<file path="src/hdl/dcache_cfg.svh">
/*
 * Geometry and width settings of the L1 data cache.
 * Include this wherever the address split or array sizes are needed.
 */

`ifndef DCACHE_CFG_SVH
`define DCACHE_CFG_SVH

// ==========================================================================
// Address and data width
// ==========================================================================
`define DC_ADDR_BITS    32

// ==========================================================================
// Cache geometry
// ==========================================================================
// 64 lines of 16 bytes, direct mapped
`define DC_INDEX_BITS   6
`define DC_LINES        64
`define DC_OFFSET_BITS  4
`define DC_TAG_BITS     22
`define DC_WORDS        4
`define DC_LINE_BITS    128

// Performance counter width
`define DC_CNT_BITS     32

`endif

</file>
<file path="src/hdl/dcache_pkg.sv">
/*
 * Types shared by the data cache blocks and the testbench.
 * Compile before any file that refers to dcache_pkg.
 */

`include "dcache_cfg.svh"

package dcache_pkg;

  // Access size on the core and memory sides
  typedef enum logic [1:0] {
    size_byte = 2'd0,
    size_half = 2'd1,
    size_word = 2'd2
  } dcache_size_e;

  // Controller states
  typedef enum logic [2:0] {
    st_idle       = 3'd0,
    st_check      = 3'd1,
    st_write_hit  = 3'd2,
    st_write_miss = 3'd3,
    st_read_miss  = 3'd4
  } dcache_state_e;

  // One cache line, seen as words or as bytes
  typedef union packed {
    logic [`DC_WORDS-1:0][`DC_ADDR_BITS-1:0] words;
    logic [`DC_LINE_BITS/8-1:0][7:0]          bytes;
  } dcache_line_u;

endpackage

</file>
<file path="src/hdl/dcache_store_mask.sv">
/*
 * Store merge helper.
 * Turns the byte offset, size and data of a store into byte enables
 * over a whole line, with the store data copied into every lane so the
 * enabled bytes pick up the right value.
 */

`include "dcache_cfg.svh"

module dcache_store_mask (
  input  logic [`DC_OFFSET_BITS-1:0]  offset,
  input  dcache_pkg::dcache_size_e    size,
  input  logic [`DC_ADDR_BITS-1:0]    wdata,
  output logic [`DC_LINE_BITS/8-1:0]  byte_en,
  output dcache_pkg::dcache_line_u    line_data
);

  logic [1:0] word_sel;
  logic [1:0] byte_sel;
  logic [3:0] lane_en;

  assign word_sel = offset[`DC_OFFSET_BITS-1:2];
  assign byte_sel = offset[1:0];

  // Lanes inside the addressed word
  always_comb begin
    case (size)
      dcache_pkg::size_byte: lane_en = 4'b0001 << byte_sel;
      // Half stores are forced to an even byte
      dcache_pkg::size_half: lane_en = 4'b0011 << {byte_sel[1], 1'b0};
      default:               lane_en = 4'b1111;
    endcase
  end

  // Move the lanes to the addressed word
  assign byte_en = {{(`DC_LINE_BITS / 8 - 4){1'b0}}, lane_en} << {word_sel, 2'b00};

  // Replicate the low part of the store data over the line
  always_comb begin
    case (size)
      dcache_pkg::size_byte: begin
        for (int i = 0; i < `DC_LINE_BITS / 8; i++) begin
          line_data.bytes[i] = wdata[7:0];
        end
      end
      dcache_pkg::size_half: line_data = {(`DC_LINE_BITS / 16){wdata[15:0]}};
      default:               line_data = {`DC_WORDS{wdata}};
    endcase
  end

endmodule

</file>
<file path="config.mk">
export PLATFORM = sky130hd
export DESIGN_NAME = dcache_store_mask
export DESIGN_NICKNAME = d
export VERILOG_FILES = /design/src/hdl/dcache_pkg.sv /design/src/hdl/dcache_store_mask.sv
export VERILOG_INCLUDE_DIRS = /design/src /design/src/hdl
export SDC_FILE = /design/constraint.sdc
export NUM_CORES = 1
export LEC_CHECK = 0
export BUFFER_PORTS_ARGS = -buffer_cell sky130_fd_sc_hd__clkbuf_2
export CAP_MARGIN = 30
export CORE_AREA = 2 2 71 73
export DETAILED_ROUTE_END_ITERATION = 6
export DIE_AREA = 0 0 73 75
export GPL_TIMING_DRIVEN = 0
export PLACE_DENSITY = 0.74
export SYNTH_ARGS = -nofsm -noshare
export SYNTH_HDL_FRONTEND = slang
export SYNTH_SLANG_ARGS = --single-unit
</file>
<file path="constraint.sdc">
create_clock -name vclk -period 1.1
set_input_delay 0.11 -clock vclk [all_inputs]
set_output_delay 0.11 -clock vclk [all_outputs]
set_load 0.02 [all_outputs]
</file>
# == Word-level counts from Yosys, hierarchy flattened ==
# Index checks and enable logic that the tools add are counted.
# totals
register_bits,0
output_inout_bits,144
word_cells,7
# classes
eq_ne,1
shifts,3
n_mux,2
n_reduce_logical,1
# ops
cell,count
128-bit one-hot mux with 2 select lines,1
4-bit by 4-bit << shifter with 16-bit output,1
4-bit one-hot mux with 2 select lines,1
"1-bit by 2-bit << shifter with 4-bit output, first input constant",1
"2-bit by 2-bit << shifter with 4-bit output, first input constant",1
"2-bit by 1-bit equality test with 1-bit output, second input constant",1
2-bit zero test,1

# == Longest topological paths before layout ==
# Gate-level depths: netlist of the first run.
# logic_depth
word_depth,3
ltp_mapped,5
ltp_nobuf,3

# == Worst setup path before layout of the first run ==
# Ideal clock, no wire load.
# synth_path
path_kind,input to output
start,in size[1]
end,out line_data[120] (netlist bit)
arrival_time_ps,1352
required_ps,990
path_slack_ps,-362
cell_stages,4
n_path_buf,3
path_cell_list,buf_4 -> buf_4 -> o21ai_0 -> buf_4
# synth_lines
item,line,text
from (decl),dcache_store_mask.sv:12,"input dcache_pkg::dcache_size_e size,"
to (decl),dcache_store_mask.sv:15,output dcache_pkg::dcache_line_u line_data

==> impl_metrics.yaml, run 1 <==
timing:
  rsz0062_at_grt: "true"
  hold_violations: 0
  setup_viol: 79
  report.final.slew_viol_count: 0
  finalCritPeriodShare_pct: 118.7
  relSlewSlack_pct: 83.81
  worst_pin_slew_ns: 0.2420
  max_freq_mhz: 765.8
  min_period_ns: 1.306
  worst_slack_ns: -0.2058
setup_path:
  start_kind: "primary input"
  critPathCaptureType: "output port"
  cp-startpoint: "size[0]"
  cp_max_fo: 4
  required_ns: 0.99
  cp-endpoint: "line_data[72]"
  crit_type: "primary input to output port"
  worstPathArrival_ns: 1.20
finish:
  diodes: 0
  area_growth_pct: 155.8
  clkbuf_count: 0
  mostFrequentLayoutCell: "clkbuf_2"
  seqCellArea_um2: 0
  drive_above_1_share_pct: 91.74
  seq_cells: 0
  utilization_pct: 71.70
  final_nets: 403
  final_cell_mix: "clkbuf_2, buf_4, buf_6, clkbuf_8, buf_8"
global_route:
  grtUsageTotal_pct: 17.77
  grt.overflow.total: 0
  grt_pass1_vias: 1590
  grt_max_degree: 11
  met3_usage_pct: 1.205
  grt_use_met2_pct: 38.44
  antenna_found_initial: 0
  grtUsageMet1_pct: 19.28
  busiest_layer: "met2"
  grt_pass1_wl_um: 7776
die:
  core_um2: 4661
  die_w_um: 73
  fp-row-count: 25
  num_io_pins: 182
  fp.dieH_um: 75
  dieArea_um2: 5475
  start_util_pct: 28.03
placement:
  dp_hpwl_um: 3743
  gp_congestion: 0.7897
  portBuffers: 182
  dp_slack_ns: -0.4186
status:
  outcome: "finished, violations left"
  violations: "setup timing"
synth:
  yosysUniqueCellTypes: 15
  synth.avg_cell_area_um2: 7.464
  synth_nets: 213
  yosys_warnings: 0
  synth_cells: 175
  seq_area_frac_synth_pct: 0
  synth.cell_area_um2: 1306
power_and_ir_drop:
  power.density_nw_per_um2: 673.5
  p_leak_nw: 1.876
  vdd_drop_max_v: 0.0004095
routing:
  ant_nets: 0
  routed_wl_um: 5872
  vias_per_cell: 4.177
  drcViolationCount: 0
  wl_per_cell_um: 14.08
  num_vias: 1742
  drt_iter0_markers: 27
  drt_first_pass_iters: 3
job:
  maxCapViolations: 0
hold_path:
  min_path_type: "primary input to output port"
cts:
  cts_hold_buf: 0
==> where the power goes <==
group          leakage (nW)  switching, mW  total (mW)  internal, mW
Combinational          1.88           1.05        2.25          1.20
Clock                     0              0           0             0
Sequential                0              0           0             0
Total                  1.88           1.05        2.25          1.20
==> what timing repair did <==
action | 4_1_cts | 5_1_grt
endpoints found under the setup margin | 109 | 102
resized for setup | 154 | 98
pin swaps | 7 | 5
buffers inserted | 6 | 2
gates cloned | 1 | 0
==> synth_stat cells <==
cell type | n | area [um2]
a21oi_2 | 4 | 35.03
buf_2 | 1 | 5.000
buf_4 | 106 | 795.8
buf_6 | 1 | 11.26
inv_1 | 1 | 3.750
mux2_2 | 16 | 180.2
mux2i_1 | 8 | 80.08
nand2_1 | 9 | 33.78
nand2b_1 | 3 | 18.77
nor2_1 | 12 | 45.04
nor2_4 | 1 | 11.26
nor3_2 | 4 | 40.04
o21ai_0 | 4 | 20.02
o21ai_1 | 4 | 20.02
or2_1 | 1 | 6.260
==> layout make-up <==
class | count | area, um2
plain buffers | 105 | 955.9
multi-input cells | 66 | 643.1
well taps | 54 | 67.56
inverters | 1 | 3.754
repair buffers | 191 | 1672
fillers | 337 | 1319
==> per-stage QoR <==
| step | power, mW | instance area [um2] | setup TNS, ns | hold WS (ns) | instances |
|---|---|---|---|---|---|
| after floorplan | 1.171 | 1420 | -3.743 | 0.2710 | 175 |
| after global placement | 1.653 | 2399 | -24.54 | 0.6070 | 411 |
| after detailed placement | 1.667 | 2399 | -25.08 | 0.6101 | 411 |
| after CTS | 2.089 | 3164 | -8.733 | 0.5898 | 417 |
| after global routing | 2.352 | 3342 | -12.11 | 0.6111 | 417 |
| final | 2.251 | 3342 | -9.277 | 0.5922 | 417 |
==> critical path: stages <==
cell and delay (ns):
buf_8 0.10, buf_12 0.12, nor2_4 0.14, buf_6 0.14
mux2_4 0.34, buf_6 0.13, buf_8 0.12
==> how the worst min path moves through the flow <==
stage	from	end	slack, ns	cells after the start
2_1_floorplan	offset[3]	byte_en[0]	0.27	1
3_3_place_gp	offset[3]	byte_en[2]	0.61	3
3_5_place_dp	offset[3]	byte_en[2]	0.61	3
4_1_cts	wdata[28]	line_data[28]	0.59	4
5_1_grt	wdata[30]	line_data[30]	0.61	4
6_report	wdata[20]	line_data[52]	0.59	3
==> metal layers <==
| layer | vias up | routed length [um] |
|---|---|---|
| met3 | 4 | 424 |
| li1 | 838 | - |
| met1 | 792 | 2060 |
| met2 | 108 | 3347 |
| met5 | - | 0 |
| met4 | 0 | 40 |
==> cells by family (layout without fill, tap and decap cells) <==
family | Yosys count | after routing | share of synthesized area [%]
and+or+nand+nor | 30 | 30 | 11.88
buffers and inverters | 109 | 297 | 62.45
AOI/OAI and AO/OA | 12 | 12 | 5.747
muxes | 24 | 24 | 19.92
Power figures use the tool's default switching activity.
==> run 2, diff against run 1 <==
--- a/config.mk
+++ b/config.mk
@@ -13,6 +13,7 @@
 export DIE_AREA = 0 0 73 75
 export GPL_TIMING_DRIVEN = 0
 export PLACE_DENSITY = 0.74
+export SETUP_SLACK_MARGIN = 0.1
 export SYNTH_ARGS = -nofsm -noshare
 export SYNTH_HDL_FRONTEND = slang
 export SYNTH_SLANG_ARGS = --single-unit
==> run 2 against run 1 <==
  * The run still ends with setup timing left
  * Cell count unchanged
  * Setup slack improved by 0.0015 ns
  * Routed wire length rose by 30%
  * Count of clock-buffer cells in the layout did not move
  * Fmax up 0.12%
  * Worst hold slack gained 0.0035 ns
  * Non-clock buffer count did not move
==> impl_metrics.yaml, run 2 (same netlist as run 1, synthesis figures left out) <==
status:
  outcome: "finished, violations left"
  violations: "setup timing"
finish:
  finalNonFillerCells: 417
  area_growth_pct: 182.0
  seqCellArea_um2: 0
  clkbuf_count: 0
  diodes: 0
  seq_cells: 0
  drive_above_1_share_pct: 93.39
  utilization_pct: 79.03
  final_nets: 403
  mostFrequentLayoutCell: "clkbuf_2"
  final_cell_mix: "clkbuf_2, buf_6, buf_4, buf_8, clkbuf_8"
  fill_cells: 284
die:
  fp-row-count: 25
  start_util_pct: 28.03
  num_io_pins: 182
  core_um2: 4661
  dieArea_um2: 5475
  fp.dieH_um: 75
  die_w_um: 73
timing:
  max_freq_mhz: 766.7
  setup_viol: 74
  report.final.slew_viol_count: 0
  rsz0062_at_grt: "true"
  hold_violations: 0
  finalCritPeriodShare_pct: 118.6
  min_period_ns: 1.304
  worst_slack_ns: -0.2043
  holdWs_ns: 0.5957
  relSlewSlack_pct: 81.36
  worst_pin_slew_ns: 0.2742
global_route:
  grt.overflow.total: 0
  grt_max_degree: 11
  grt_pass1_vias: 1784
  antenna_found_initial: 0
  grtUsageTotal_pct: 22.83
  grt_pass1_wl_um: 9528
setup_path:
  cp_cell_sequence: "buf_8, buf_12, buf_4, mux2i_2, o21ai_4, buf_6, clkbuf_8"
  start_kind: "primary input"
  critPathTopFamily: "buffers and inverters"
  cp_slowest_cell: "o21ai_4"
  worstPathArrival_ns: 1.19
  critPathCaptureType: "output port"
  crit_buf_inv: 5
  cp_max_fo: 5
  slowest_delay_ns: 0.25
  crit_type: "primary input to output port"
  required_ns: 0.99
routing:
  drt_first_pass_iters: 4
  drcViolationCount: 0
  routed_wl_um: 7649
  ant_nets: 0
  num_vias: 1854
  wl_per_cell_um: 18.34
  drt_iter0_markers: 33
  vias_per_cell: 4.446
power_and_ir_drop:
  p_leak_nw: 1.967
  power.density_nw_per_um2: 686.7
  vdd_drop_max_v: 0.0004116
placement:
  place_inst: 411
  portBuffers: 182
  dp_hpwl_um: 3859
  gp_congestion: 0.6929
hold_path:
  min_path_type: "primary input to output port"
job:
  maxCapViolations: 0
run 2: changes by cell type in the layout (fill, tap and decap cells not counted), sizes merged:
cell	previous run	this run
clkbuf	116	103
buf	180	193
run 2: final timing paths:
check	from	endpoint	slack, ns	cells past startpoint
setup / recovery	size[0]	line_data[89]	-0.20	7
hold / removal	wdata[28]	line_data[28]	0.60	4
run 2: area by class of cell:
| type | count | area (um2) | area share [%] |
|---|---|---|---|
| inverter | 1 | 3.754 | 0.1019 |
| timing repair buffer | 188 | 1828 | 49.63 |
| multi-input combinational | 66 | 710.7 | 19.29 |
| buffer | 108 | 1074 | 29.14 |
| tap | 54 | 67.56 | 1.834 |
run 2: per-layer routing:
layer / track usage, % / wire length (um) / up-vias
met5: 0 / 0 / -
met4: 2.263 / 88 / 0
met3: 3.882 / 551 / 12
met2: 49.15 / 4549 / 112
met1: 23.10 / 2460 / 889
li1: - / - / 841
run 2: power breakdown:
group	internal, mW	switching, mW
logic	1.37	1.16
registers	0	0
clock network	0	0
total	1.37	1.16
run 2: metrics by stage:
stage / setup WS, ns / power [mW] / TNS, ns / cell area [um2]
4_1_cts: -0.2324 / 2.255 / -11.10 / 3460
6_report: -0.2043 / 2.529 / -10.01 / 3684
3_5_place_dp: -0.3431 / 1.648 / -18.83 / 2377
5_1_grt: -0.2388 / 2.623 / -12.32 / 3684
2_1_floorplan: -0.03200 / 1.155 / -0.7679 / 1399
3_3_place_gp: -0.3330 / 1.631 / -18.26 / 2377
run 2: timing repair:
| item | in CTS | in global routing |
|---|---|---|
| resized for setup | 221 | 128 |
| setup endpoints to repair | 112 | 112 |
| hold buffers | 0 | 0 |
| pin swaps | 11 | 3 |
| buffers inserted | 4 | 1 |
| gates cloned | 2 | 0 |
