## config.mk

```make
export PLATFORM = sky130hd
export DESIGN_NAME = dcache_ctrl
export DESIGN_NICKNAME = d
export VERILOG_FILES = /design/src/hdl/dcache_pkg.sv /design/src/hdl/dcache_ctrl.sv
export VERILOG_INCLUDE_DIRS = /design/src /design/src/hdl
export SDC_FILE = /design/constraint.sdc
export NUM_CORES = 1
export LEC_CHECK = 0
export BUFFER_PORTS_ARGS = -buffer_cell sky130_fd_sc_hd__buf_2
export CAP_MARGIN = 20
export CORE_AREA = 2 2 261 263
export CTS_BUF_LIST = sky130_fd_sc_hd__clkbuf_8
export DETAILED_ROUTE_END_ITERATION = 8
export DIE_AREA = 0 0 263 265
export SLEW_MARGIN = 15
export SYNTH_ARGS = -nofsm -noshare
export SYNTH_HDL_FRONTEND = slang
export SYNTH_SLANG_ARGS = --single-unit
```

## constraint.sdc

```tcl
create_clock -name clk -period 4.85 [get_ports clk]
set_input_delay 0.485 -clock clk [delete_from_list [all_inputs] [get_ports clk]]
set_output_delay 0.485 -clock clk [all_outputs]
set_load 0.02 [all_outputs]
```

## src/hdl/dcache_cfg.svh

```systemverilog
/*
 * Geometry and width settings of the L1 data cache.
 * Include this wherever the address split or array sizes are needed.
 */

`ifndef DCACHE_CFG_SVH
`define DCACHE_CFG_SVH

// ==========================================================================
// Address and data width
// ==========================================================================
`define DC_ADDR_BITS    32

// ==========================================================================
// Cache geometry
// ==========================================================================
// 64 lines of 16 bytes, direct mapped
`define DC_INDEX_BITS   6
`define DC_LINES        64
`define DC_OFFSET_BITS  4
`define DC_TAG_BITS     22
`define DC_WORDS        4
`define DC_LINE_BITS    128

// Performance counter width
`define DC_CNT_BITS     32

`endif

```

## src/hdl/dcache_pkg.sv

```systemverilog
/*
 * Types shared by the data cache blocks and the testbench.
 * Compile before any file that refers to dcache_pkg.
 */

`include "dcache_cfg.svh"

package dcache_pkg;

  // Access size on the core and memory sides
  typedef enum logic [1:0] {
    size_byte = 2'd0,
    size_half = 2'd1,
    size_word = 2'd2
  } dcache_size_e;

  // Controller states
  typedef enum logic [2:0] {
    st_idle       = 3'd0,
    st_check      = 3'd1,
    st_write_hit  = 3'd2,
    st_write_miss = 3'd3,
    st_read_miss  = 3'd4
  } dcache_state_e;

  // One cache line, seen as words or as bytes
  typedef union packed {
    logic [`DC_WORDS-1:0][`DC_ADDR_BITS-1:0] words;
    logic [`DC_LINE_BITS/8-1:0][7:0]          bytes;
  } dcache_line_u;

endpackage

```

## src/hdl/dcache_ctrl.sv

```systemverilog
/*
 * Control for the direct-mapped write-through data cache.
 * Accepts core requests in idle, looks up the tag, refills lines on
 * read misses, forwards every store to memory and raises one pulse per
 * completed access for the performance counters.
 */

`include "dcache_cfg.svh"

module dcache_ctrl (
  input  logic                        clk,
  input  logic                        rstn,
  // Core side
  input  logic                        core_req,
  input  logic [`DC_ADDR_BITS-1:0]    core_addr,
  input  logic                        core_write,
  input  dcache_pkg::dcache_size_e    core_size,
  input  logic [`DC_ADDR_BITS-1:0]    core_wdata,
  output logic                        core_wait,
  output logic [`DC_ADDR_BITS-1:0]    core_rdata,
  // Arrays
  output logic [`DC_INDEX_BITS-1:0]   index,
  output logic                        tag_wen,
  output logic [`DC_TAG_BITS-1:0]     tag_wdata,
  input  logic [`DC_TAG_BITS-1:0]     tag_rdata,
  output logic [`DC_LINE_BITS/8-1:0]  byte_wen,
  output dcache_pkg::dcache_line_u    line_wdata,
  input  dcache_pkg::dcache_line_u    line_rdata,
  input  logic [`DC_LINE_BITS/8-1:0]  store_en,
  input  dcache_pkg::dcache_line_u    store_line,
  // Memory side
  output logic                        mem_req,
  output logic                        mem_write,
  output logic [`DC_ADDR_BITS-1:0]    mem_addr,
  output dcache_pkg::dcache_size_e    mem_size,
  output logic [`DC_ADDR_BITS-1:0]    mem_wdata,
  input  logic                        mem_done,
  input  logic [`DC_ADDR_BITS-1:0]    mem_rdata,
  // Event pulses
  output logic                        read_hit_pulse,
  output logic                        write_hit_pulse,
  output logic                        read_miss_pulse,
  output logic                        write_miss_pulse
);

  localparam int unsigned BEAT_BITS = $clog2(`DC_WORDS);

  dcache_pkg::dcache_state_e state, state_next;

  logic [`DC_ADDR_BITS-1:0]   req_addr;
  logic                       req_write;
  dcache_pkg::dcache_size_e   req_size;
  logic [`DC_ADDR_BITS-1:0]   req_wdata;
  logic [`DC_INDEX_BITS-1:0]  core_index;
  logic [`DC_INDEX_BITS-1:0]  req_index;
  logic [`DC_TAG_BITS-1:0]    req_tag;
  logic [1:0]                 req_word;

  logic [`DC_LINES-1:0]       valid;
  logic [BEAT_BITS-1:0]       beat_cnt;
  logic                       req_sent;
  logic                       mem_active;
  logic                       tag_hit;
  logic                       last_beat;
  dcache_pkg::dcache_line_u   refill_buf;
  dcache_pkg::dcache_line_u   refill_line;

  // ========================================================================
  // Request capture and address split
  // ========================================================================
  always_ff @(posedge clk) begin
    if (state == dcache_pkg::st_idle) begin
      req_addr  <= core_addr;
      req_write <= core_write;
      req_size  <= core_size;
      req_wdata <= core_wdata;
    end
  end

  assign core_index = core_addr[`DC_OFFSET_BITS +: `DC_INDEX_BITS];
  assign req_index  = req_addr[`DC_OFFSET_BITS +: `DC_INDEX_BITS];
  assign req_tag    = req_addr[`DC_ADDR_BITS-1 -: `DC_TAG_BITS];
  assign req_word   = req_addr[`DC_OFFSET_BITS-1:2];

  // Arrays are read at acceptance with the incoming address
  assign index = (state == dcache_pkg::st_idle) ? core_index : req_index;

  // ========================================================================
  // State machine
  // ========================================================================
  assign tag_hit   = (tag_rdata == req_tag);
  assign last_beat = (state == dcache_pkg::st_read_miss) && mem_done &&
                     (beat_cnt == BEAT_BITS'(`DC_WORDS - 1));

  always_ff @(posedge clk or negedge rstn) begin
    if (!rstn) begin
      state <= dcache_pkg::st_idle;
    end else begin
      state <= state_next;
    end
  end

  always_comb begin
    state_next = state;
    case (state)
      dcache_pkg::st_idle: begin
        if (core_req) begin
          // An invalid line cannot hit, so skip the tag check
          if (!valid[core_index]) begin
            state_next = core_write ? dcache_pkg::st_write_miss : dcache_pkg::st_read_miss;
          end else begin
            state_next = dcache_pkg::st_check;
          end
        end
      end
      dcache_pkg::st_check: begin
        if (req_write) begin
          state_next = tag_hit ? dcache_pkg::st_write_hit : dcache_pkg::st_write_miss;
        end else begin
          state_next = tag_hit ? dcache_pkg::st_idle : dcache_pkg::st_read_miss;
        end
      end
      dcache_pkg::st_write_hit,
      dcache_pkg::st_write_miss: begin
        if (mem_done) begin
          state_next = dcache_pkg::st_idle;
        end
      end
      dcache_pkg::st_read_miss: begin
        if (last_beat) begin
          state_next = dcache_pkg::st_idle;
        end
      end
      default: state_next = dcache_pkg::st_idle;
    endcase
  end

  // Valid bits, beat count and request-issued flag
  always_ff @(posedge clk or negedge rstn) begin
    if (!rstn) begin
      valid    <= '0;
      beat_cnt <= '0;
      req_sent <= 1'b0;
    end else begin
      if (last_beat) begin
        valid[req_index] <= 1'b1;
      end
      if (state == dcache_pkg::st_idle) begin
        beat_cnt <= '0;
        req_sent <= 1'b0;
      end else begin
        if (state == dcache_pkg::st_read_miss && mem_done) begin
          beat_cnt <= beat_cnt + 1'b1;
        end
        if (mem_req) begin
          req_sent <= 1'b1;
        end
      end
    end
  end

  // ========================================================================
  // Refill buffer
  // ========================================================================
  // Beats arrive in ascending order and shift down from the top word
  assign refill_line = {mem_rdata, refill_buf.words[`DC_WORDS-1:1]};

  always_ff @(posedge clk) begin
    if (state == dcache_pkg::st_read_miss && mem_done) begin
      refill_buf <= refill_line;
    end
  end

  // ========================================================================
  // Array writes and core response
  // ========================================================================
  assign tag_wen   = last_beat;
  assign tag_wdata = req_tag;

  always_comb begin
    byte_wen   = '0;
    line_wdata = refill_line;
    if (last_beat) begin
      byte_wen = '1;
    end else if (write_hit_pulse) begin
      byte_wen   = store_en;
      line_wdata = store_line;
    end
  end

  assign core_wait = (state != dcache_pkg::st_idle);

  always_ff @(posedge clk) begin
    if (read_hit_pulse) begin
      core_rdata <= line_rdata.words[req_word];
    end else if (last_beat) begin
      core_rdata <= refill_line.words[req_word];
    end
  end

  // ========================================================================
  // Memory port
  // ========================================================================
  assign mem_active = (state == dcache_pkg::st_write_hit) ||
                      (state == dcache_pkg::st_write_miss) ||
                      (state == dcache_pkg::st_read_miss);
  assign mem_req    = mem_active && !req_sent;
  assign mem_write  = (state == dcache_pkg::st_write_hit) ||
                      (state == dcache_pkg::st_write_miss);
  // Refills fetch the whole line as words
  assign mem_addr   = (state == dcache_pkg::st_read_miss) ?
                      {req_addr[`DC_ADDR_BITS-1:`DC_OFFSET_BITS], {`DC_OFFSET_BITS{1'b0}}} :
                      req_addr;
  assign mem_size   = (state == dcache_pkg::st_read_miss) ? dcache_pkg::size_word : req_size;
  assign mem_wdata  = req_wdata;

  // Event pulses
  assign read_hit_pulse   = (state == dcache_pkg::st_check) && tag_hit && !req_write;
  assign write_hit_pulse  = (state == dcache_pkg::st_write_hit) && mem_done;
  assign read_miss_pulse  = last_beat;
  assign write_miss_pulse = (state == dcache_pkg::st_write_miss) && mem_done;

endmodule

```

Word-level counts from Yosys, hierarchy flattened
Index checks and enable logic that the tools add are counted. Widths: inputs -> output; s select.

Logic and storage cells: 74. Bits in latches: 0. Memory bits (read-only): 0. Input port bits: 397. Output and inout port bits: 278. Bits in registers: 297. RAM bits: 0. Memories kept: 0.

Shifts and indexed selects: 0. Div/mod/pow operators: 0. Equal/unequal tests: 9. $mul: 0. Bitwise gates (word level): 1. Mux-type cells: 30. Reduce and logical (&&, ||, !) cells: 19. Add/subtract/negate cells: 1. Order comparisons: 4.

Operator list (number): $mux 128 (2); $bmux 32 s2 (2); $mux 32 (4); $or 64x64->64 (1); $mux 16 (2); $eq 22x22->1 (1); $mux 3 (7); $lt 6x7->1 const B (2); $pmux 3 s4 (1); $logic_and 1x1->1 (8); $bmux 1 s6 (1); $demux 1 s6 (1); $eq 3x2->1 const B (2); $ge 6x1->1 const B (1); $mux 2 (3); $mux 6 (1); $ne 2x2->1 const B (3); $reduce_bool 2->1 (3); $mux 1 (5); $mux 4 (1); $eq 3x1->1 const B (1); $eq 3x3->1 const B (1); $logic_not 3->1 (1); $lt 2x3->1 const B (1); other kinds (7) (9).

Longest topological paths before layout
Depth after elaboration: 6. Depth in mapped cells: 9. Mapped depth without buffers: 6.

Least setup slack after synthesis
No wires, ideal clock.

Path type: register to register. Start point: register state[0]. End point: register refill_buf[100] (netlist name), enable pin. Path slack: 1478 ps. Data required time: 4400 ps. Cell stages (with the launch flop): 5. Library setup time: 450 ps. Path buffers: 1. Period minus slack after synthesis: 3372 ps. Arrival: 2922 ps. Cells stage by stage: dfrtp_1 > clkbuf_8 > nor3b_2 > nand2_1 > inv_1.

Word-level cells in the longest chain between the ends: 2.

Ends and longest elaborated chain: start: declaration (line dcache_ctrl.sv:48) `dcache_pkg::dcache_state_e state, state_next;`; start signal: assignment (line dcache_ctrl.sv:97) `state <= dcache_pkg::st_idle;`; start signal: assignment (line dcache_ctrl.sv:99) `state <= state_next;`; $eq 3x3->1 (line dcache_ctrl.sv:169) `if (state == dcache_pkg::st_read_miss && mem_done) begin`; $logic_and 1x1->1 (line dcache_ctrl.sv:169); end signal: assignment (line dcache_ctrl.sv:170) `refill_buf <= refill_line;`; end: declaration (line dcache_ctrl.sv:65) `dcache_pkg::dcache_line_u refill_buf;`.

Every way passes these cells. A chain may end at the register's enable or synchronous reset.

==> results_dict.tcl <==
set metrics [dict create \
    status "complete, no violations" \
    final.setup.tns_ns 0 \
    p_int_mw 5.97 \
    fillCellCount 6883 \
    cap_violations 0 \
    async_reset_ff_frac 0.264 \
    postCtsHoldBufs 51 \
    peakVddDrop_mv 0.588 \
    tightest_slew_ns 0.960 \
    dp_slack_ns 1.24 \
    hold_class "primary input to register" \
    die_x_um 263 \
    clkPwrFrac 0.251 \
    slew_headroom 0.360 \
    grt_max_degree 130 \
    clk_pin_slew_worst_paths_ns 0.06 \
    gp_routability_congestion 0.913 \
    syn_nets 1309 \
    seqPwrFrac 0.355 \
    htreeDepth 2 \
    netlist_top_cells_area "edfxtp_1, mux2_2, dfrtp_1" \
    dpl.hpwl_um 40600 \
    switching_power_mw 3.65 \
    cp.arrival_ns 3.24 \
    globalRouteTotalUtil 0.146 \
    end_kind "primary output" \
    synth.top_cell.area_share 0.421 \
    r2r_setup_slack_ns 1.57 \
    synth_cell_types 52 \
    synth.ff_latch_count 265 \
    slowest_delay_ns 0.63 \
    syn_inst 911 \
    skew_ns 0.0230 \
    synth-main-ff-cell "edfxtp_1" \
    leakagePower_nw 8.73 \
    crit_buf_inv 3 \
    power.density_nw_per_um2 494 \
    dr_total_vias 10841 \
    die_h_um 265 \
    yosysSeqAreaShare 0.547 \
    wl_per_cell_um 21.0 \
    cts_resized 0 \
    period_minus_slack_ns 3.72 \
    hold_violations 0 \
    routed_wl_um 53000 \
    grt_pass1_vias 11457 \
    netlist_top_cells_count "mux2_2, edfxtp_1, dfrtp_1, nand2_1, buf_4" \
    post-route-drc-count 0 \
    yosysMostFrequentCell "mux2_2" \
    rsz0062_at_grt "no" \
    syn_area_um2 13900 \
    core_area_um2 66800 \
    clockBufferDepth 3 \
    overflow 0 \
    drt_iter0_markers 660 \
    critPathSlowestCell "nor2_4" \
    numCtsBuffers 49 \
    cp.required_ns 4.37 \
    pin_count 675 \
    setup.worst_path.start_class "register" \
    final.period_utilization 0.768 \
    cpLargestDelayFamily "simple AND/OR/NAND/NOR gates" \
    initial_utilization 0.208 \
    synth_edf_count 195 \
    setup_viol 0 \
    first_pass_iters 5 \
    yosysTopAreaCell "edfxtp_1" \
    root_buffer "clkbuf_8" \
    avgSynthCellArea_um2 15.3 \
    cts_sinks 265 \
    stdcell_count 2523 \
    pwr-share-comb 0.393 \
    drive_gt1_frac 0.642 \
    cts_setup_buffers 0 \
    path_cells "nand2b_1 > inv_1 > nand2_1 > nor2_4 > buf_4 > mux2_2 > buf_2" \
    switching_share 0.379 \
    nets 2001 \
    port_buffers 674 \
    max_freq_mhz 268 \
    cp_max_fo 25 \
    rows 95 \
    ant_nets 0 \
    slew_violations 0 \
    syn_to_final_growth_pct 40.2 \
    synth_warnings 0 \
    hold_ws_ns 0.0760 \
    placedCellCount 2374 \
    die_area_um2 69700 \
    cts_tree "built" \
    drt-vias-per-instance 4.30 \
    grt_pass1_wl_um 76200 \
    path_class "register to primary output" \
    setup_slack_ns 1.13 \
    clock_latency_ns 0.62 \
    antenna_found_initial 17 \
]
==> routing by layer <==
| metal | track usage | wire, µm | vias up |
|---|---|---|---|
| li1 | - | - | 4880 |
| met1 | 0.177 | 21500 | 5350 |
| met2 | 0.251 | 26400 | 519 |
| met3 | 0.0403 | 3950 | 86 |
| met4 | 0.0420 | 1090 | 6 |
| met5 | 0 | 41 | - |
==> power by group through the flow <==
stage	sequential (mW)	combinational (mW)	clock, mW
floorplan	3.47	2.56	0
global placement	3.43	3.75	0
detailed placement	3.46	3.78	0
CTS	3.42	3.84	2.51
global route	3.48	4.04	2.61
finish	3.42	3.79	2.42
==> state kept, by name (all words and copies together) (netlist names) <==
name / cells
refill_buf: 96
valid: 64
core_rdata: 32
mem_wdata: 32
req_addr: 32
state: 3
beat_cnt: 2
req_size: 2
req_sent: 1
req_write: 1
==> through the flow <==
| step | utilization | instance area [µm²] | power (mW) |
|---|---|---|---|
| 5_1_grt | 0.292 | 19500 | 10.1 |
| 3_3_place_gp | 0.268 | 17900 | 7.17 |
| 3_5_place_dp | 0.268 | 17900 | 7.24 |
| 6_report | 0.292 | 19500 | 9.63 |
| 4_1_cts | 0.292 | 19500 | 9.77 |
| 2_1_floorplan | - | 13900 | 6.03 |
==> area by class of cell <==
class                      count  area [µm²]  share of cell area
sequential                   265        7610               0.390
multi-input combinational    539        5620               0.288
timing repair buffer         742        4050               0.208
antenna                        6        15.0            0.000770
clock buffer                  53         729              0.0374
tap                          873        1090              0.0560
inverter                       6        25.0             0.00128
clock inverter                39         357              0.0183
==> cells by family after synthesis <==
group / count (synthesis) / share of synthesized area
AO/OA/AOI/OAI: 84 / 0.0445
XOR/XNOR: 22 / 0.0139
adder cells (fa/ha/maj): 1 / 0.000900
buffers and inverters: 107 / 0.0492
flip-flops: 265 / 0.547
multiplexers: 313 / 0.298
AND/OR/NAND/NOR: 119 / 0.0463
==> worst paths after layout <==
path | to | start | cells after the start
setup / recovery | line_wdata[34] | state[2]$_DFFE_PN0P_ | 7
hold / removal | refill_buf[104]$_DFFE_PP_ | mem_rdata[8] | 1
setup reg to reg | core_rdata[13]$_DFFE_PP_ | req_addr[16]$_DFFE_PP_ | 6
hold reg to reg | valid[30]$_DFFE_PN0P_ | valid[30]$_DFFE_PN0P_ | 1
max in group asynchronous | valid[37]$_DFFE_PN0P_ | rstn | 2
min in group asynchronous | valid[21]$_DFFE_PN0P_ | rstn | 2
==> cells in the final DEF, fill, tap and decap left out, drive strengths merged, types with 4 or more instances in the layout <==
cell,count
a21o,32
and3,4
buf,691
bufinv,7
clkbuf,53
clkinv,15
dfrtp,70
diode,6
dlygate4sd3,51
edfxtp,195
inv,23
mux2,259
mux2i,7
mux4,47
nand2,56
nand3,5
nor2,10
nor2b,7
nor3b,4
nor4,7
o21ai,5
o21bai,32
xor2,22
(Power assumes the default switching activity.)
