`src/hdl/dcache_cfg.svh`:
```
/*
 * Geometry and width settings of the L1 data cache.
 * Include this wherever the address split or array sizes are needed.
 */

`ifndef DCACHE_CFG_SVH
`define DCACHE_CFG_SVH

// ==========================================================================
// Address and data width
// ==========================================================================
`define DC_ADDR_BITS    32

// ==========================================================================
// Cache geometry
// ==========================================================================
// 64 lines of 16 bytes, direct mapped
`define DC_INDEX_BITS   6
`define DC_LINES        64
`define DC_OFFSET_BITS  4
`define DC_TAG_BITS     22
`define DC_WORDS        4
`define DC_LINE_BITS    128

// Performance counter width
`define DC_CNT_BITS     32

`endif

```
`src/hdl/dcache_perf_counters.sv`:
```
/*
 * Hit and miss counters of the data cache.
 * Each counter adds one per pulse and wraps around.
 */

`include "dcache_cfg.svh"

module dcache_perf_counters (
  input  logic                     clk,
  input  logic                     rstn,
  input  logic                     read_hit_pulse,
  input  logic                     write_hit_pulse,
  input  logic                     read_miss_pulse,
  input  logic                     write_miss_pulse,
  output logic [`DC_CNT_BITS-1:0]  read_hits,
  output logic [`DC_CNT_BITS-1:0]  write_hits,
  output logic [`DC_CNT_BITS-1:0]  read_misses,
  output logic [`DC_CNT_BITS-1:0]  write_misses
);

  logic [3:0]               pulse;
  logic [`DC_CNT_BITS-1:0]  count [4];

  assign pulse = {write_miss_pulse, read_miss_pulse, write_hit_pulse, read_hit_pulse};

  always_ff @(posedge clk or negedge rstn) begin
    if (!rstn) begin
      for (int i = 0; i < 4; i++) begin
        count[i] <= '0;
      end
    end else begin
      for (int i = 0; i < 4; i++) begin
        if (pulse[i]) begin
          count[i] <= count[i] + 1'b1;
        end
      end
    end
  end

  assign read_hits    = count[0];
  assign write_hits   = count[1];
  assign read_misses  = count[2];
  assign write_misses = count[3];

endmodule

```
`config.mk`:
```
export PLATFORM = sky130hd
export DESIGN_NAME = dcache_perf_counters
export DESIGN_NICKNAME = d
export VERILOG_FILES = /design/src/hdl/dcache_perf_counters.sv
export VERILOG_INCLUDE_DIRS = /design/src /design/src/hdl
export SDC_FILE = /design/constraint.sdc
export NUM_CORES = 1
export LEC_CHECK = 0
export BUFFER_PORTS_ARGS = -buffer_cell sky130_fd_sc_hd__buf_2
export CAP_MARGIN = 10
export CELL_PAD_IN_SITES_DETAIL_PLACEMENT = 0
export CELL_PAD_IN_SITES_GLOBAL_PLACEMENT = 2
export CORE_UTILIZATION = 37
export DETAILED_ROUTE_END_ITERATION = 12
export PLACE_DENSITY_LB_ADDON = 0.1
export SLEW_MARGIN = 20
export SYNTH_ARGS = -nofsm -noshare
export SYNTH_HDL_FRONTEND = slang
export SYNTH_SLANG_ARGS = --single-unit
```
`constraint.sdc`:
```
create_clock -name clk -period 4.5 [get_ports clk]
set_clock_uncertainty 0.1 [all_clocks]
set_input_delay 0.225 -clock clk [delete_from_list [all_inputs] [get_ports clk]]
set_output_delay 0.225 -clock clk [all_outputs]
set_load 0.01 [all_outputs]
```
After elaboration in Yosys (flattened, before gate mapping)
Index checks and enable logic that the tools add are counted.

Bits of input ports: 6. Word-level logic and storage cells: 8. Flip-flop bits (word level): 128. Output and inout port bits: 128.

$add $sub $neg: 4.

Operators with widths (count): $add 32x1->32 const B (4).

Longest topological paths before layout
Gate-level depths: netlist of run 1.

Depth in word-level cells: 1. Mapped depth: 6. Mapped depth without buffers: 5.

Worst setup path after synthesis of run 1
OpenSTA, ideal clock, no wires.

Kind: reg2reg. Start point: register count (netlist bit read_misses[0]). End point: register count (netlist bit read_misses[28]). Buffers on the path: 0. Path slack: 2.546 ns. Library setup time: 0.126 ns. Clock period less this slack: 1.954 ns. Cell stages (with the launch flop): 6. Data required time: 4.274 ns. Arrival time: 1.728 ns. Cell sequence: dfrtp_1 -> ha_1 -> nand4_1 -> nor4_2 -> nand4_1 -> xnor2_1.

Cells in the longest elaborated chain, start to end: 1.

Ends and longest elaborated chain: from (decl) (RTL line dcache_perf_counters.sv:22) `` logic [`DC_CNT_BITS-1:0] count [4]; ``; from (signal, indexed assignment) (RTL line dcache_perf_counters.sv:34) `count[i] <= count[i] + 1'b1;`; $add 32x1->32 (RTL line dcache_perf_counters.sv:34).

No other way between the ends. A chain may end at the register's enable or synchronous reset.

Final worst setup path of run 1
Ends and elaborated chain as after synthesis.

==> results.yml, run 1 <==
status:
  status: "finished, final reports clean"
finish:
  final_common_cell: "buf_2"
  diodes: 0
  layout_common_cells: "buf_2, dfrtp_1, xnor2_1"
  drive_gt1_share_pct: 26.6
  syn_to_final_growth_pct: 26.0
  num-nets-final: 660
worst_setup_path:
  critPathMaxStageDelay_ns: 0.83
  reg2reg_depth: 5
  worstSetupStartpointType: "register"
  end_kind: "register"
  cp_data_required_time_ns: 4.69
  cp_max_fo: 8
  crit_type: "register to register"
  worst-path-buf-inv: 0
  critPathTopFamily: "simple AND/OR/NAND/NOR gates"
  cp_slowest_cell: "nor4_2"
  crit_chain: "ha_1 -> nand4_1 -> nor4_2 -> nand4_1 -> xnor2_1"
  r2r_end: "read_misses[28]$_DFFE_PN0P_"
  r2r_start: "read_misses[0]$_DFFE_PN0P_"
  cp.arrival_ns: 2.47
  rrSetupSlack_ns: 2.22
  crit_path_frequent_cell: "nand4_1"
cts:
  insertion_delay_ns: 0.41
  cts_hold_buffers: 5
  cts_root_buf: "clkbuf_16"
  cts_tree: "built"
  post_cts_resized: 0
  cts_max_level: 4
  clkSinkCount: 128
  numCtsBuffers: 17
  cts_setup_buffers: 0
  cts.clk_slew.worst_paths_ns: 0.05
  clk_path_buf_depth: 2
grt:
  grt_max_degree: 68
  met1_usage_pct: 23.8
  grt_use_met2_pct: 25.2
  grtUsageTotal_pct: 17.4
  grt_overflow: 0
  antenna_found_initial: 0
  grt_pass1_wl_um: 21600
  use_met3_pct: 6.03
  grt_busiest_layer: "met2"
  grt_pass1_vias: 4194
placement:
  dpl_worst_slack_ns: 2.20
  hpwl_um: 8830
  portBuffers: 133
  gp_congestion: 0.736
sta:
  slew_headroom_pct: 30.7
  fin_crit_sh_pct: 50.6
  tns_ns: 0
  worst_hold_slack_ns: 0.360
  worst_pin_slew_ns: 1.03
  setup_viol: 0
  max_freq_ghz: 0.439
  grt_setup_unrepaired: "no"
  fin_ws_ns: 2.22
  min_period_ns: 2.28
  hold_viol: 0
  slew_viol_final: 0
yosys:
  syn_area_um2: 5680
  avgSynthCellArea_um2: 11.4
  seq_area_frac_synth_pct: 56.4
  ys_seq_elements: 128
  synth_warnings: 0
  synth.distinct_cells: 25
  syn-num-nets: 507
  netlist_instances: 497
floorplanning:
  io_pins: 134
  die_h_um: 126
  dieArea_um2: 15900
  initial_core_util_pct: 38.5
  die_x_um: 126
  core_um2: 14800
  num_rows: 44
routing:
  vias: 4258
  drtPass1Iterations: 5
  wire_per_inst_um: 15.2
  drt-total-wl_um: 12800
  ant_nets: 0
  vias_per_cell: 5.03
  drtIter0Drc: 272
  drcViolationCount: 0
pwr:
  finalPower_mw: 3.10
  p_per_area_nw_per_um2: 433
  p_leak_nw: 3.56
  vdd_drop_max_uv: 263
min_path:
  hp-class: "register to register"
  hold_path_depth: 1
  min-delay-start: "write_hits[31]$_DFFE_PN0P_"
  holdPathEnd: "write_hits[31]$_DFFE_PN0P_"
flow_run:
  maxCapViolations: 0
## per-stage QoR
| step | area [um2] | instances | util [%] |
|---|---|---|---|
| 2_1_floorplan | 5680 | 497 | - |
| 3_3_place_gp | 6580 | 810 | 44.6 |
| 3_5_place_dp | 6580 | 810 | 44.6 |
| 4_1_cts | 7150 | 846 | 48.5 |
| 5_1_grt | 7160 | 846 | 48.5 |
| 6_report | 7160 | 846 | 48.5 |
## worst reg2reg max path, delay by kind of cell, from the launching register on
family        cells  cell delay (ns)
simple gates      3             1.30
flops             1             0.40
fa+ha+maj         1             0.19
xor+xnor          1             0.17
## routing by layer
| layer | part of all wire (%) | vias up | wire length, um |
|---|---|---|---|
| met2 | 44 | 118 | 5660 |
| met4 | 1.5 | 0 | 189 |
| met3 | 6.6 | 16 | 840 |
| li1 | - | 2053 | - |
| met5 | 0 | - | 0 |
| met1 | 48 | 2071 | 6140 |
## cell usage after synthesis
library cell | instances | area, um2
dfrtp_1 | 128 | 3200
buf_2 | 1 | 5.00
and4_1 | 12 | 105
ha_1 | 4 | 50.1
or2_2 | 1 | 6.26
nor4_1 | 13 | 81.3
inv_1 | 14 | 52.6
nand2_1 | 44 | 165
nand3b_1 | 1 | 7.51
and2_1 | 3 | 18.8
clkbuf_1 | 5 | 18.8
nand4_1 | 49 | 307
nor2_1 | 23 | 86.3
nand4_2 | 1 | 12.5
nor4_2 | 6 | 75.1
nor3_1 | 11 | 55.1
or4_1 | 1 | 7.51
xnor2_1 | 87 | 762
nand4b_1 | 2 | 17.5
or4_4 | 1 | 11.3
or3_1 | 1 | 6.26
and3_1 | 15 | 93.8
mux2_2 | 4 | 45.0
nand3_1 | 33 | 165
xor2_1 | 37 | 324
## state kept, by name, summed over array words and instances (netlist names)
signal / flops
write_hits: 32
write_misses: 32
read_hits: 32
read_misses: 32
## where the power goes
| part | internal, mW | switching (mW) |
|---|---|---|
| Combinational | 0.202 | 0.236 |
| Clock | 0.763 | 0.476 |
| Sequential | 1.27 | 0.152 |
## cell families (layout without fill, tap and decap cells)
kind of cell / count (synthesis) / count (layout) / synth area share (%)
AND/OR/NAND/NOR: 217 / 217 / 21.5
flip-flops: 128 / 128 / 56.4
XOR/XNOR: 124 / 124 / 19.1
buffers and inverters: 20 / 185 / 1.34
adder cells (fa/ha/maj): 4 / 4 / 0.881
multiplexers: 4 / 4 / 0.793
## final cells by class
cell class / instances / area [um2]
Sequential cell: 128 / 3200
Inverter: 14 / 52.6
Multi-Input combinational cell: 349 / 2410
Fill cell: 1387 / 7600
Timing Repair Buffer: 140 / 733
Tap cell: 184 / 230
Clock inverter: 8 / 65.1
Clock buffer: 23 / 458
## worst max path at each step
stage	from	slack [ns]	depth (start not counted)	to
2_1_floorplan	read_misses[0]$_DFFE_PN0P_	2.55	5	read_misses[28]$_DFFE_PN0P_
3_3_place_gp	read_misses[0]$_DFFE_PN0P_	2.26	5	read_misses[16]$_DFFE_PN0P_
3_5_place_dp	read_misses[0]$_DFFE_PN0P_	2.20	5	read_misses[28]$_DFFE_PN0P_
4_1_cts	read_misses[0]$_DFFE_PN0P_	2.19	5	read_misses[28]$_DFFE_PN0P_
5_1_grt	read_misses[0]$_DFFE_PN0P_	2.01	5	read_misses[28]$_DFFE_PN0P_
6_report	read_misses[0]$_DFFE_PN0P_	2.22	5	read_misses[28]$_DFFE_PN0P_
(Power assumes the default switching activity.)
==> inputs of run 2 (changes only) <==
CORE_UTILIZATION = 31   (was 37)
clock period = 1.95 ns   (was 4.5 ns; I/O delays follow)
==> results.yml, run 2 (synthesis gave the netlist of run 1 again) <==
routing:
  drcViolationCount: 0
  drtIter0Drc: 153
  drtPass1Iterations: 4
  vias_per_cell: 4.78
  drt-total-wl_um: 13700
  wire_per_inst_um: 14.9
  ant_nets: 0
  vias: 4373
floorplanning:
  die_h_um: 137
  dieArea_um2: 18900
  io_pins: 134
  core_um2: 18000
  initial_core_util_pct: 31.6
  die_x_um: 137
  num_rows: 49
cts:
  cts_max_level: 4
  numCtsBuffers: 17
  cts_tree: "built"
  cts_root_buf: "clkbuf_16"
  clkSinkCount: 128
  clk_path_buf_depth: 2
  cts.clk_slew.worst_paths_ns: 0.05
  insertion_delay_ns: 0.41
grt:
  grt_pass1_vias: 4311
  grt_overflow: 0
  antenna_found_initial: 0
  grt_max_degree: 47
  grt_pass1_wl_um: 22500
  grtUsageTotal_pct: 15.5
worst_setup_path:
  cp.arrival_ns: 2.12
  end_kind: "register"
  worstSetupStartpointType: "register"
  cp_max_fo: 7
  cp_data_required_time_ns: 2.18
  crit_type: "register to register"
placement:
  hpwl_um: 9620
  gp_congestion: 0.728
  portBuffers: 133
  dp.cells: 875
finish:
  stdcell_count: 914
  final_common_cell: "buf_2"
  layout_common_cells: "buf_2, dfrtp_1, xnor2_1"
  drive_gt1_share_pct: 29.2
  num-nets-final: 683
  nFillCells: 1809
  diodes: 0
  syn_to_final_growth_pct: 31.6
  seqCellArea_um2: 3200
  multi_input_area_um2: 2440
sta:
  slew_headroom_pct: 63.0
  slew_viol_final: 0
  hold_viol: 0
  fin_crit_sh_pct: 97.0
  setup_viol: 0
  worst_pin_slew_ns: 0.551
  max_freq_ghz: 0.529
  grt_setup_unrepaired: "yes"
  min_period_ns: 1.89
status:
  status: "finished, final reports clean"
pwr:
  vdd_drop_max_uv: 599
  finalPower_mw: 7.48
  p_leak_nw: 3.70
  p_per_area_nw_per_um2: 1000
min_path:
  hp-class: "input port to async pin"
flow_run:
  maxCapViolations: 0
run 2: cell types whose count changed in the layout (fill, tap and decap cells not counted), sizes merged:
cell / before / now
buf: 135 / 158
bufinv: 1 / 2
clkbuf: 23 / 26
clkinv: 7 / 1
clkinvlp: 0 / 2
run 2: metrics by stage:
stage | setup TNS, ns | hold slack, ns | worst slack [ns] | area (um2) | utilization (%)
floorplan | 0 | -0.298 | 0.0597 | 5690 | -
global placement | 0 | -0.0267 | 0.0595 | 6820 | 38.0
detailed placement | -0.00889 | -0.0263 | -0.00842 | 6820 | 38.0
CTS | 0 | 0.101 | 0.0345 | 7440 | 41.4
global route | -0.0323 | 0.145 | -0.0209 | 7470 | 41.6
finish | 0 | 0.0911 | 0.0583 | 7470 | 41.6
run 2: worst paths after layout:
check | start | depth (start not counted) | slack [ns] | to
min | rstn | 2 | 0.09 | write_hits[7]$_DFFE_PN0P_
max in group asynchronous | rstn | 3 | 1.05 | read_misses[11]$_DFFE_PN0P_
min reg2reg | read_hits[31]$_DFFE_PN0P_ | 1 | 0.36 | read_hits[31]$_DFFE_PN0P_
max reg2reg | write_hits[0]$_DFFE_PN0P_ | 4 | 0.06 | write_hits[31]$_DFFE_PN0P_
max | write_hits[0]$_DFFE_PN0P_ | 4 | 0.06 | write_hits[31]$_DFFE_PN0P_
min in group clk | read_hits[31]$_DFFE_PN0P_ | 1 | 0.36 | read_hits[31]$_DFFE_PN0P_
run 2: critical path, cell delays in order (launching register included):
cell and delay [ns]:
dfrtp_1 0.40, and4_1 0.30, nand4_1 0.37, nor4_1 0.46
xor2_1 0.18
run 2: final cells by class:
type	instances	area share, %
Inverter	14	0.703
Sequential cell	128	42.9
Clock inverter	5	1.07
Multi-Input combinational cell	349	32.6
Tap cell	229	3.83
Clock buffer	26	6.41
Timing Repair Buffer	163	12.5
run 2: report_power, final:
group	internal, mW	switching, mW
sequential	2.94	0.311
clock	1.94	1.11
combinational	0.565	0.615
run 2: repair_timing:
item | CTS | global route
setup buffers | 0 | 3
resized for setup | 1 | 3
endpoints found under the setup margin | 3 | 11
hold buffers | 5 | 0
hold endpoints to repair | 141 | 0
run 2: per-layer routing:
metal	routed length, um	track usage (%)	up-vias
li1	-	-	2093
met4	116	4.95	0
met1	6500	20.7	2166
met5	0	0	-
met2	6140	23.1	106
met3	904	5.85	8
==> inputs of run 3 (changes only) <==
SETUP_SLACK_MARGIN = 0.15   (was unset)
==> results.yml, run 3 (synthesis gave the netlist of run 1 again) <==
status:
  status: "finished, final reports clean"
floorplanning:
  core_um2: 18000
  io_pins: 134
  die_h_um: 137
  die_x_um: 137
  num_rows: 49
  dieArea_um2: 18900
  initial_core_util_pct: 31.6
pwr:
  p_per_area_nw_per_um2: 1000
  vdd_drop_max_uv: 640
  p_leak_nw: 3.84
  finalPower_mw: 7.70
placement:
  hpwl_um: 9750
  gp_congestion: 0.766
  dpl_worst_slack_ns: 0.0907
  portBuffers: 133
  placed_area_um2: 6880
routing:
  drcViolationCount: 0
  drtIter0Drc: 181
  drt-total-wl_um: 13800
  vias_per_cell: 4.72
  wire_per_inst_um: 15.0
  drtPass1Iterations: 4
  vias: 4357
  ant_nets: 0
sta:
  max_freq_ghz: 0.576
  worst_hold_slack_ns: 0.125
  grt_setup_unrepaired: "yes"
  hold_viol: 0
  tns_ns: 0
  fin_ws_ns: 0.214
  min_period_ns: 1.74
  worst_pin_slew_ns: 0.633
  slew_viol_final: 0
  fin_crit_sh_pct: 89.0
  slew_headroom_pct: 57.8
  setup_viol: 0
worst_setup_path:
  crit_chain: "nand4_1 -> nor4_2 -> buf_4 -> nand4_1 -> xnor2_1"
  end_kind: "register"
  cp_max_fo: 8
  crit_type: "register to register"
  reg2reg_depth: 5
  cp_data_required_time_ns: 2.15
  crit_path_frequent_cell: "nand4_1"
  cp.arrival_ns: 1.93
  worstSetupStartpointType: "register"
  critPathMaxStageDelay_ns: 0.40
  cp_slowest_cell: "dfrtp_1"
cts:
  cts_root_buf: "clkbuf_16"
  cts_max_level: 4
  cts_tree: "built"
  insertion_delay_ns: 0.41
  clk_path_buf_depth: 2
  cts.clk_slew.worst_paths_ns: 0.06
  clkSinkCount: 128
  numCtsBuffers: 17
finish:
  final_common_cell: "buf_2"
  postLayoutCellArea_um2: 7680
  nFillCells: 1779
  num-nets-final: 692
  drive_gt1_share_pct: 32.1
  diodes: 0
  layout_common_cells: "buf_2, dfrtp_1, xnor2_1"
  seqCellArea_um2: 3200
  syn_to_final_growth_pct: 35.1
  multi_input_area_um2: 2540
grt:
  grt_busiest_layer: "met2"
  grt_pass1_wl_um: 22000
  grtUsageTotal_pct: 15.2
  grt_max_degree: 44
  grt_use_met2_pct: 22.5
  grt_overflow: 0
  grt_pass1_vias: 4181
  use_met3_pct: 3.86
  antenna_found_initial: 0
  met1_usage_pct: 20.6
min_path:
  hp-class: "input port to async pin"
flow_run:
  maxCapViolations: 0
run 3: cell count changes in the layout (fill, tap and decap cells not counted), moves of 2 or more:
cell | previous run | this run
nor3_1 | 11 | 9
nor4_1 | 9 | 7
clkbuf_1 | 7 | 3
nor4_2 | 9 | 7
buf_4 | 23 | 33
nor4_4 | 1 | 5
clkinvlp_4 | 2 | 4
run 3: layout make-up:
type / count / share of cell area (%)
repair buffers: 172 / 13.0
clock buffers: 22 / 6.05
well taps: 229 / 3.73
flip-flops and latches: 128 / 41.7
multi-input cells: 349 / 33.1
inverters: 14 / 0.684
clock inverters: 9 / 1.74
run 3: path summary, 6_finish.rpt:
kind	start	to	slack, ns
max	write_misses[10]$_DFFE_PN0P_	write_misses[29]$_DFFE_PN0P_	0.21
min	rstn	write_hits[9]$_DFFE_PN0P_	0.12
max reg2reg	write_misses[10]$_DFFE_PN0P_	write_misses[29]$_DFFE_PN0P_	0.21
min reg2reg	write_hits[31]$_DFFE_PN0P_	write_hits[31]$_DFFE_PN0P_	0.36
max in group asynchronous	rstn	write_misses[24]$_DFFE_PN0P_	0.94
min in group clk	write_hits[31]$_DFFE_PN0P_	write_hits[31]$_DFFE_PN0P_	0.36
run 3: metrics by stage:
stage | utilization [%] | std cells
6_report | 42.7 | 923
5_1_grt | 42.7 | 923
4_1_cts | 42.2 | 918
3_5_place_dp | 38.3 | 878
3_3_place_gp | 38.3 | 878
2_1_floorplan | - | 497
run 3: worst max-delay path, delay by kind of cell, from the launching register on:
family,cells,cell delay (ns)
DFF,1,0.40
xor gates and xnor gates,1,0.16
buffers and inverters,1,0.21
and+or+nand+nor,3,0.75
run 3: repair_timing:
action	4_1_cts	5_1_grt
setup buffers	4	5
setup endpoints to repair	14	43
resized for setup	3	12
pin swaps	1	6
hold buffers	5	0
endpoints found under the hold margin	54	0
run 3: power by group:
group | total [mW] | switching [mW] | internal (mW)
Clock | 3.23 | 1.17 | 2.07
Combinational | 1.18 | 0.602 | 0.580
Sequential | 3.28 | 0.344 | 2.94
run 3: metal layers:
layer,wire length (um),up-vias
met5,0,-
met4,250,0
met3,607,19
met2,6250,86
met1,6730,2130
li1,-,2122
